[config.mk]
export PLATFORM = sky130hd
export DESIGN_NAME = phased_array_top
export DESIGN_NICKNAME = d
export VERILOG_FILES = /design/src/pa_cmd_pkg.sv /design/src/pa_cfg_pkg.sv /design/src/phased_array_top.sv /design/src/pwm_out.sv /design/src/pulse_width_encoder.sv /design/src/silencer.sv /design/src/cmd_receiver.sv
export SDC_FILE = /design/constraint.sdc
export NUM_CORES = 1
export LEC_CHECK = 0
export ABC_AREA = 1
export BUFFER_PORTS_ARGS = -buffer_cell sky130_fd_sc_hd__buf_2
export CAP_MARGIN = 10
export CORE_ASPECT_RATIO = 0.8
export CORE_UTILIZATION = 58
export CTS_CLUSTER_DIAMETER = 40
export DETAILED_ROUTE_END_ITERATION = 7
export PLACE_DENSITY = 0.89
export SLEW_MARGIN = 10
export SYNTH_ARGS = -nofsm -noshare
export SYNTH_HDL_FRONTEND = slang
export SYNTH_SLANG_ARGS = --single-unit
[constraint.sdc]
create_clock -name CLK -period 3.9 [get_ports CLK]
set_input_delay 0.585 -clock CLK [delete_from_list [all_inputs] [get_ports CLK]]
set_output_delay 0.585 -clock CLK [all_outputs]
set_load 0.02 [all_outputs]
[src/pa_cmd_pkg.sv]
package pa_cmd_pkg;

  // host command codes, the unlisted ones are accepted and ignored.
  typedef enum logic [2:0] {
    op_nop        = 3'd0,
    op_drive      = 3'd1,
    op_step_int   = 3'd2,
    op_step_phase = 3'd3
  } opcode_e;

  typedef enum logic {hs_idle, hs_ack} hs_state_e;

  typedef enum logic {sc_idle, sc_run} scan_state_e;

endpackage

[src/pa_cfg_pkg.sv]
package pa_cfg_pkg;

  // ##########################################################
  // array geometry.
  // ##########################################################
  localparam int num_ch = 4;     // transducer channels.
  localparam int ch_w   = 2;     // channel index width.

  // ##########################################################
  // carrier timing and value widths.
  // ##########################################################
  localparam int period = 512;   // carrier period in clock cycles.
  localparam int cnt_w  = 9;     // period counter and edge time width.
  localparam int amp_w  = 8;
  localparam int ph_w   = 8;     // one phase step is two counter cycles.

endpackage
[src/phased_array_top.sv]
`timescale 1ns/1ns

module phased_array_top import pa_cfg_pkg::*; (
  input  logic                  CLK,
  input  logic                  rst_n,
  input  logic                  req,
  input  logic [2:0]            opcode,
  input  logic [ch_w-1:0]       ch,
  input  logic [amp_w+ph_w-1:0] data,
  output logic                  ack,
  output logic [num_ch-1:0]     pwm
);

  logic [num_ch*amp_w-1:0] tgt_int;
  logic [num_ch*ph_w-1:0]  tgt_ph;
  logic [amp_w-1:0]        step_int;
  logic [ph_w-1:0]         step_ph;
  logic                    update;

  logic                    s_valid;
  logic [ch_w-1:0]         s_ch;
  logic [amp_w-1:0]        s_int;
  logic [ph_w-1:0]         s_ph;

  logic                    e_valid;
  logic [ch_w-1:0]         e_ch;
  logic [cnt_w-1:0]        e_rise, e_fall;

  cmd_receiver u_cmd (
    .CLK(CLK), .rst_n(rst_n), .req(req), .opcode(opcode), .ch(ch), .data(data),
    .ack(ack), .tgt_int(tgt_int), .tgt_ph(tgt_ph),
    .step_int(step_int), .step_ph(step_ph)
  );

  // scan runs once per carrier period, kicked by the pwm counter.
  silencer u_sil (
    .CLK(CLK), .rst_n(rst_n), .update(update),
    .tgt_int(tgt_int), .tgt_ph(tgt_ph), .step_int(step_int), .step_ph(step_ph),
    .s_valid(s_valid), .s_ch(s_ch), .s_int(s_int), .s_ph(s_ph)
  );

  pulse_width_encoder u_enc (
    .CLK(CLK), .rst_n(rst_n),
    .s_valid(s_valid), .s_ch(s_ch), .s_int(s_int), .s_ph(s_ph),
    .e_valid(e_valid), .e_ch(e_ch), .e_rise(e_rise), .e_fall(e_fall)
  );

  pwm_out u_pwm (
    .CLK(CLK), .rst_n(rst_n),
    .e_valid(e_valid), .e_ch(e_ch), .e_rise(e_rise), .e_fall(e_fall),
    .update(update), .pwm(pwm)
  );

endmodule

[src/pwm_out.sv]
`timescale 1ns/1ns

module pwm_out import pa_cfg_pkg::*; (
  input  logic              CLK,
  input  logic              rst_n,
  input  logic              e_valid,
  input  logic [ch_w-1:0]   e_ch,
  input  logic [cnt_w-1:0]  e_rise,
  input  logic [cnt_w-1:0]  e_fall,
  output logic              update,
  output logic [num_ch-1:0] pwm
);

  logic [cnt_w-1:0] cnt;
  logic [cnt_w-1:0] sh_rise [num_ch];
  logic [cnt_w-1:0] sh_fall [num_ch];
  logic [cnt_w-1:0] act_rise [num_ch];
  logic [cnt_w-1:0] act_fall [num_ch];
  logic [num_ch-1:0] in_win;

  assign update = (cnt == cnt_w'(period - 1));  // last cycle of the period.

  // ##########################################################
  // window compare, rise > fall means the pulse wraps.
  // ##########################################################
  always_comb begin
    for (int i = 0; i < num_ch; i++) begin
      if (act_rise[i] <= act_fall[i]) begin
        in_win[i] = (cnt >= act_rise[i]) && (cnt < act_fall[i]);
      end else begin
        in_win[i] = (cnt >= act_rise[i]) || (cnt < act_fall[i]);
      end
    end
  end

  always_ff @(posedge CLK) begin
    if (!rst_n) begin
      cnt <= '0;
      pwm <= '0;
      for (int i = 0; i < num_ch; i++) begin
        sh_rise[i]  <= '0;
        sh_fall[i]  <= '0;
        act_rise[i] <= '0;  // empty windows until the first scan lands.
        act_fall[i] <= '0;
      end
    end else begin
      cnt <= cnt + cnt_w'(1);  // the period fills the counter, so it wraps by itself.
      pwm <= in_win;
      if (e_valid) begin
        sh_rise[e_ch] <= e_rise;
        sh_fall[e_ch] <= e_fall;
      end
      if (update) begin
        act_rise <= sh_rise;
        act_fall <= sh_fall;
      end
    end
  end

endmodule

[src/pulse_width_encoder.sv]
`timescale 1ns/1ns

module pulse_width_encoder import pa_cfg_pkg::*; (
  input  logic              CLK,
  input  logic              rst_n,
  input  logic              s_valid,
  input  logic [ch_w-1:0]   s_ch,
  input  logic [amp_w-1:0]  s_int,
  input  logic [ph_w-1:0]   s_ph,
  output logic              e_valid,
  output logic [ch_w-1:0]   e_ch,
  output logic [cnt_w-1:0]  e_rise,
  output logic [cnt_w-1:0]  e_fall
);

  logic [cnt_w-1:0] width;
  logic [cnt_w-1:0] rise;
  logic [cnt_w-1:0] fall;

  // linear duty rule, the pulse is centred on twice the phase.
  assign width = {s_int, 1'b0};
  assign rise  = {s_ph, 1'b0} - cnt_w'(s_int);  // wraps modulo the period.
  assign fall  = rise + width;

  always_ff @(posedge CLK) begin
    if (!rst_n) begin
      e_valid <= 1'b0;
    end else begin
      e_valid <= s_valid;
    end
  end

  always_ff @(posedge CLK) begin
    e_ch   <= s_ch;  // the index rides along with the result.
    e_rise <= rise;
    e_fall <= fall;
  end

endmodule

[src/silencer.sv]
`timescale 1ns/1ns

module silencer import pa_cfg_pkg::*, pa_cmd_pkg::*; (
  input  logic                     CLK,
  input  logic                     rst_n,
  input  logic                     update,
  input  logic [num_ch*amp_w-1:0]  tgt_int,
  input  logic [num_ch*ph_w-1:0]   tgt_ph,
  input  logic [amp_w-1:0]         step_int,
  input  logic [ph_w-1:0]          step_ph,
  output logic                     s_valid,
  output logic [ch_w-1:0]          s_ch,
  output logic [amp_w-1:0]         s_int,
  output logic [ph_w-1:0]          s_ph
);

  scan_state_e     state;
  logic [ch_w-1:0] idx;
  logic            active;

  logic [amp_w-1:0] cur_int [num_ch];
  logic [ph_w-1:0]  cur_ph [num_ch];

  logic [amp_w-1:0] c_int, t_int, d_int, n_int;
  logic [ph_w-1:0]  c_ph, t_ph, d_up, d_dn, n_ph;

  // channel 0 is handled in the update cycle itself, the rest follow back to back.
  assign active = update || (state == sc_run);

  assign c_int = cur_int[idx];
  assign t_int = tgt_int[idx*amp_w +: amp_w];
  assign c_ph  = cur_ph[idx];
  assign t_ph  = tgt_ph[idx*ph_w +: ph_w];
  assign d_up  = t_ph - c_ph;  // distances wrap modulo 256.
  assign d_dn  = c_ph - t_ph;

  // ##########################################################
  // bounded step toward the target.
  // ##########################################################
  always_comb begin
    if (t_int >= c_int) begin
      d_int = t_int - c_int;
      n_int = (d_int > step_int) ? c_int + step_int : t_int;
    end else begin
      d_int = c_int - t_int;
      n_int = (d_int > step_int) ? c_int - step_int : t_int;
    end
    // the shorter way round; half a turn counts as upward.
    if (d_up <= ph_w'(1 << (ph_w - 1))) begin
      n_ph = (d_up > step_ph) ? c_ph + step_ph : t_ph;
    end else begin
      n_ph = (d_dn > step_ph) ? c_ph - step_ph : t_ph;
    end
  end

  always_ff @(posedge CLK) begin
    if (!rst_n) begin
      state   <= sc_idle;
      idx     <= '0;
      s_valid <= 1'b0;
      for (int i = 0; i < num_ch; i++) begin
        cur_int[i] <= '0;
        cur_ph[i]  <= '0;
      end
    end else begin
      s_valid <= active;
      if (active) begin
        cur_int[idx] <= n_int;
        cur_ph[idx]  <= n_ph;
        idx          <= idx + ch_w'(1);
        state        <= (idx == ch_w'(num_ch - 1)) ? sc_idle : sc_run;
      end
    end
  end

  always_ff @(posedge CLK) begin
    s_ch  <= idx;
    s_int <= n_int;
    s_ph  <= n_ph;
  end

endmodule

[src/cmd_receiver.sv]
`timescale 1ns/1ns

module cmd_receiver import pa_cfg_pkg::*, pa_cmd_pkg::*; (
  input  logic                     CLK,
  input  logic                     rst_n,
  input  logic                     req,
  input  logic [2:0]               opcode,
  input  logic [ch_w-1:0]          ch,
  input  logic [amp_w+ph_w-1:0]    data,
  output logic                     ack,
  output logic [num_ch*amp_w-1:0]  tgt_int,
  output logic [num_ch*ph_w-1:0]   tgt_ph,
  output logic [amp_w-1:0]         step_int,
  output logic [ph_w-1:0]          step_ph
);

  hs_state_e state;
  opcode_e   op;

  assign op  = opcode_e'(opcode);
  assign ack = (state == hs_ack);  // ack is the state register itself.

  // ##########################################################
  // four-phase handshake and command decode.
  // ##########################################################
  always_ff @(posedge CLK) begin
    if (!rst_n) begin
      state    <= hs_idle;
      tgt_int  <= '0;
      tgt_ph   <= '0;
      step_int <= '1;  // full steps, so the first scan jumps to target.
      step_ph  <= '1;
    end else begin
      case (state)
        hs_idle: begin
          // a command is taken only here, once per req pulse.
          if (req) begin
            state <= hs_ack;
            case (op)
              op_drive: begin
                tgt_int[ch*amp_w +: amp_w] <= data[ph_w +: amp_w];
                tgt_ph[ch*ph_w +: ph_w]    <= data[ph_w-1:0];
              end
              op_step_int: begin
                step_int <= data[amp_w-1:0];
              end
              op_step_phase: begin
                step_ph <= data[ph_w-1:0];
              end
              default: begin
                // op_nop and the spare codes only complete the handshake.
              end
            endcase
          end
        end
        hs_ack: begin
          if (!req) begin
            state <= hs_idle;  // ack drops on this edge.
          end
        end
        default: begin
          state <= hs_idle;
        end
      endcase
    end
  end

endmodule

### Yosys cells after proc, flatten, opt, wreduce, memory -nomap -nowiden

Memories as Yosys holds them, arrays and structs flattened. A register that Yosys moved wholly into a read port is not among the register bits.
Index checks and enable logic that the tools add are counted.

* flip-flop bits (word level): 281
* RAM bits: 64
* bits of input ports: 24
* logic and storage cells: 127
* memories: 2

Memory list
* u_sil.cur_int: depth 4, bits a word 8, read ports 1, clocked after memory_dff 1, wr ports 4, RTL line silencer.sv:21 `logic [amp_w-1:0] cur_int [num_ch];`
* u_sil.cur_ph: depth 4, bits a word 8, read ports 1, clocked after memory_dff 1, wr ports 4, RTL line silencer.sv:22 `logic [ph_w-1:0] cur_ph [num_ch];`

* add/sub/neg operators: 13
* $lt $le $gt $ge: 20
* equal/unequal tests: 5
* shift-type cells: 5
* muxes and demuxes: 32
* bitwise operators: 2
* reduce and logical (&&, ||, !) cells: 15

Operators by type and width (count)
* 36-bit bitwise mux: 2
* 8-bit by 34-bit variable part select with 32-bit output: 2
* 32-bit bitwise mux: 2
* 8-bit 2-to-1 mux: 8
* 32-bit by 6-bit variable part select with 8-bit output: 2
* 8-bit subtractor: 6
* 9-bit greater-or-equal comparator: 4
* 9-bit less-or-equal comparator: 4
* 9-bit < comparator: 4
* 5-bit negator with 34-bit output: 1
* 8-bit by 34-bit variable shift with 32-bit output, first input constant: 1
* 8-bit > comparator: 4
* 9-bit demux with 2-bit select: 1
* 8-bit adder: 2
* 8-bit OR reduction: 2
* 1-bit 2-to-1 mux: 12
* 2-bit 2-to-1 mux: 6
* 9-bit by 1-bit adder with 9-bit output, second input constant: 1
* 9-bit adder: 1
* 9-bit equality test, second input constant: 1
* 9-bit 2-to-1 mux: 1
* 3-bit AND reduction: 3
* 9-bit by 8-bit subtractor with 9-bit output: 1
* 8-bit greater-or-equal comparator: 1
* other kinds (11): 20

### Longest topological paths before layout

* word-level depth: 7
* depth in mapped cells: 29
* mapped depth without buffers: 27

### Modules after synthesis

From an unflattened synthesis, not the netlist that was laid out.

* cell total of the unflattened synthesis: 2930
* area, all modules: 21064.0 µm²

By module, submodules not included
* pwm_out: instances 1, cells each 1083, area each 8114.0 µm²
* silencer: instances 1, cells each 1068, area each 7707.4 µm²
* cmd_receiver: instances 1, cells each 648, area each 4131.5 µm²
* pulse_width_encoder: instances 1, cells each 131, area each 1111.1 µm²

### Worst setup path after synthesis

OpenSTA, ideal clock, no wires.

* path type: register to register
* start point: reg (tool-made name)
* end point: mem u_sil.cur_ph[3][6], data pin
* arrival time: 3.860 ns
* path slack: -0.226 ns
* cell stages (with the launch flop): 24
* clock period less this slack: 4.126 ns
* cells stage by stage: dfxtp_1 -> inv_1 -> clkbuf_1 -> buf_1 -> a21oi_1 -> a32oi_1 -> inv_1 -> ha_1 -> nand2_1 -> o21ai_0 -> a21oi_1 -> o21ai_0 -> xor2_1 -> ha_1 -> a21oi_1 -> o21a_1 -> nand2_1 -> nand2_1 -> clkbuf_1 -> nand2_1 -> o21ai_0 -> nand2_1 -> nand2_2 -> nor2_1

RTL lines (RTL line)
* to (decl): silencer.sv:22

==> tab_implementation.tex <==
\begin{tabular}{lr}
\hline
Metric & Value \\
\hline
\multicolumn{2}{l}{\textbf{Power}} \\
Net switching component of the power & 2.67 mW \\
Leakage power & 10.6 nW \\
Share of total power in combinational logic & 0.120 \\
Worst VDD drop & 0.380 mV \\
Net switching share of the total power & 0.299 \\
Internal portion of total power & 6.27 mW \\
Part of the total power dissipated in sequential elements & 0.441 \\
Pwr per Cell Area & 394 nW/µm² \\
Clock power share & 0.439 \\
\multicolumn{2}{l}{\textbf{STA}} \\
Upper clock frequency limit & 262 MHz \\
Final setup vio count & 0 \\
Part of the cycle the worst path needs & 0.979 \\
Pins Over Slew Limit & 0 \\
Actual transition at the worst max-transition pin & 820 ps \\
Worst relative slew slack & 0.453 \\
Hold violation total from the final report & 0 \\
Shortest clock period the worst path allows after layout & 3820 ps \\
Slack of the critical path & 80.8 ps \\
Skew final & 27.7 ps \\
Unrepaired setup endpoints after global routing & true \\
\multicolumn{2}{l}{\textbf{Routing}} \\
Vias after detailed routing & 19,000 \\
Vias per std cell & 6.13 \\
Detail Route Antenna Nets & 0 \\
\# DRC & 0 \\
Detailed-routing iteration count for the pre-antenna-repair pass & 7 \\
DR iter-0 viols & 2,763 \\
Routed wire length per instance & 19.3 µm \\
Total Wirelength & 59.9 mm \\
\multicolumn{2}{l}{\textbf{Clock tree}} \\
Clock Sink Count & 338 \\
Number of buffers on the longest clock path & 3 \\
Number of CTS-inserted buffers & 42 \\
H-tree depth & 2 \\
TritonCTS clock tree & done \\
Insertion delay of the later-clocked pin in the worst-skew pair & 570 ps \\
Clk root buf & clkbuf\_16 \\
Number of buffers inserted by hold repair at cts & 0 \\
Clock transition at the registers of the reported paths & 60 ps \\
\multicolumn{2}{l}{\textbf{Finish}} \\
Final design area excluding fillers & 22,700 µm² \\
Layout area overhead & 18.0\% \\
Number of nets in the final layout & 2,880 \\
Leading cell type in the layout, fill and taps excluded & nand2\_1 \\
Highest-count cells in the layout ignoring fill and taps & nand2\_1 (481), dfxtp\_1 (270), nor2\_1 (269) \\
Filler Cell Count & 2,252 \\
Inserted Diodes & 0 \\
Fraction of final layout cells sized beyond drive strength 1 & 0.141 \\
\multicolumn{2}{l}{\textbf{Logic synthesis}} \\
Count of cell types in the netlist & 45 \\
Fraction of synthesized cell area in xor and xnor cells & 0.0214 \\
Mean instance size in the synthesized netlist & 7.61 µm² \\
Cells after synthesis & 2,527 \\
Share of the synthesized area in the top cell type & 0.285 \\
Cell Area, Synth & 19,200 µm² \\
Dominant combinational cell family by area after synthesis & simple AND/OR/NAND/NOR gates \\
Number of enable flip-flop cells after synthesis & 64 \\
Async set or reset register ratio after synthesis & 0 \\
Prevailing post-synth register cell & dfxtp\_1 \\
Seq/Total Area, Yosys & 0.385 \\
Synth Area in Compound Gates & 0.160 \\
Dominant cells by area after synthesis & dfxtp\_1 (29\%), ha\_1 (14\%), edfxtp\_1 (10\%), nand2\_1 (9.9\%), a21oi\_1 (7.2\%) \\
Syn\_nets & 2,770 \\
Area leader, netlist & dfxtp\_1 \\
Area fraction in and, or, nand and nor cells after synthesis & 0.209 \\
Multiplexer share of the synthesized area & 0 \\
Synth warnings & 0 \\
Post-synthesis register bit count & 338 \\
Area share of fa/ha/maj cells after synthesis & 0.146 \\
\multicolumn{2}{l}{\textbf{Global routing}} \\
Via count of the first global-routing pass & 17,100 \\
Global routing usage summed across all routing layers & 0.329 \\
Initial antenna violation count & 1 \\
GR Overflow Total & 0 \\
First-pass GRT wire length & 88.1 mm \\
Largest net degree at the start of global routing & 183 \\
\multicolumn{2}{l}{\textbf{Floorplanning}} \\
Core Rows & 59 \\
X dimension of the die & 206 µm \\
Starting Density & 0.591 \\
Core Footprint & 32,600 µm² \\
Die Y & 165 µm \\
Number of placed I/O pins & 29 \\
Total Die Area & 33,900 µm² \\
\multicolumn{2}{l}{\textbf{Worst setup path}} \\
Data required time at the worst endpoint & 4200 ps \\
Length in cells of the worst reg-to-reg path & 22 \\
CP endpoint kind & flop \\
Type of the worst setup path & flop to flop \\
Worst Setup Start Kind & flop \\
Arrival @ worst endpoint & 4120 ps \\
Maximum fanout along the worst path & 14 \\
\multicolumn{2}{l}{\textbf{Place}} \\
Post-placement worst setup slack & -241 ps \\
HPWL reported at the end of detailed placement & 38.3 mm \\
Routability Congestion & 0.971 \\
Port Buffers & 28 \\
Cell area after placement & 20,400 µm² \\
\multicolumn{2}{l}{\textbf{Status}} \\
Run status & finished, final reports clean \\
\multicolumn{2}{l}{\textbf{Hold path}} \\
Cell depth of the worst hold path & 3 \\
Hold/Removal Path Class & input pin to flop \\
\multicolumn{2}{l}{\textbf{Job}} \\
Count of max-cap constraint violations & 0 \\
\hline
\end{tabular}
cell families (layout without fill, tap and decap cells):
family,after synthesis,after routing
flops,338,338
xor+xnor,47,47
simple gates,980,981
fa+ha+maj,219,219
buf+inv,384,527
compound gates,559,559
sequential cells by signal, indices dropped and copies added, names as in the netlist, 4 cells and up, named ones only:
name and count:
u_enc.e_fall 8, u_cmd.step_ph 8, u_pwm.act_rise 33, u_sil.s_ph 8
u_cmd.tgt_ph 32, u_pwm.sh_rise 32, u_pwm.sh_fall 36, u_pwm.pwm 4
u_cmd.step_int 8, u_sil.cur_ph 32, u_pwm.act_fall 35, u_cmd.tgt_int 32
u_enc.e_rise 9, u_sil.s_int 8, u_pwm.cnt 9, u_sil.cur_int 32
metrics by stage:
step / TNS, ps / util / power, mW / hold slack, ps / cells
after floorplan: -4.65 / - / 4.50 / 310 / 2527
after global placement: -482 / 0.626 / 4.90 / 315 / 2992
after detailed placement: -7900 / 0.626 / 4.94 / 326 / 2992
after CTS: -1.65 / 0.673 / 8.81 / 208 / 3071
after global routing: -2420 / 0.697 / 9.16 / 239 / 3098
final: 0 / 0.697 / 8.94 / 220 / 3098
worst max-delay path: stages, from the launching register on:
cell	delay [ps]
dfxtp_4	390
inv_8	120
buf_12	140
nand2_1	60
a32oi_1	380
inv_1	140
ha_4	280
a21oi_1	160
inv_1	80
a21oi_1	170
o21ai_1	110
xor2_1	160
ha_1	310
a21oi_1	170
o21a_1	140
nand2_1	60
nand2_2	120
buf_6	140
nand2_1	60
nand2_1	90
nand2_1	80
nand2_2	130
nor2_1	50
Yosys cell counts (11+ instances only):
library cell / count
nor3_1: 17
o21ai_0: 184
buf_2: 20
nand2_2: 11
inv_1: 272
a31oi_1: 14
a32oi_1: 21
clkbuf_1: 63
xor2_1: 42
nand4_1: 33
nand2_1: 507
edfxtp_1: 64
nand3_1: 117
o211ai_1: 19
nor2_1: 275
a21oi_1: 275
ha_1: 209
dfxtp_1: 274
area by class of cell:
class                   instances  area, µm²  area share
clock buffers                  48       1100      0.0487
multi-input cells            1806      10800       0.476
repair buffers                164       1410      0.0620
repair inverters                2       16.3    0.000717
well taps                     427        534      0.0235
flip-flops and latches        338       7420       0.327
clock inverters                30        319      0.0141
inverters                     283       1090      0.0481
power groups by stage:
| stage | clock (mW) | combinational [mW] | sequential, mW |
|---|---|---|---|
| finish | 3.92 | 1.08 | 3.94 |
| global route | 4.06 | 1.17 | 3.93 |
| CTS | 3.91 | 0.989 | 3.91 |
| detailed placement | 0 | 0.956 | 3.98 |
| global placement | 0 | 0.918 | 3.98 |
| floorplan | 0 | 0.659 | 3.84 |
worst paths after layout:
path,start,to,slack (ps)
worst max-delay path,flop,u_sil.cur_ph[3][0],80
worst min-delay path,req,u_cmd.ack,220
worst max register to register,flop,u_sil.cur_ph[3][0],80
worst min register to register,u_sil.s_ch[1],u_enc.e_ch[1],350
metal layers:
layer | wire length, µm | up-vias | global-route usage | part of all wire
li1 | - | 8645 | - | -
met1 | 23400 | 8707 | 0.443 | 0.39
met2 | 26400 | 1390 | 0.521 | 0.44
met3 | 7640 | 250 | 0.0649 | 0.13
met4 | 2460 | 2 | 0.119 | 0.041
met5 | 13 | - | 0 | 0.00022
repair_timing:
action	4_1_cts	5_1_grt
pin swaps	4	54
gates cloned	0	10
buffers inserted	1	17
endpoints found under the hold margin	0	0
setup endpoints to repair	76	80
gates resized for setup	23	134
No activity file was read; power rests on OpenSTA's default activity.
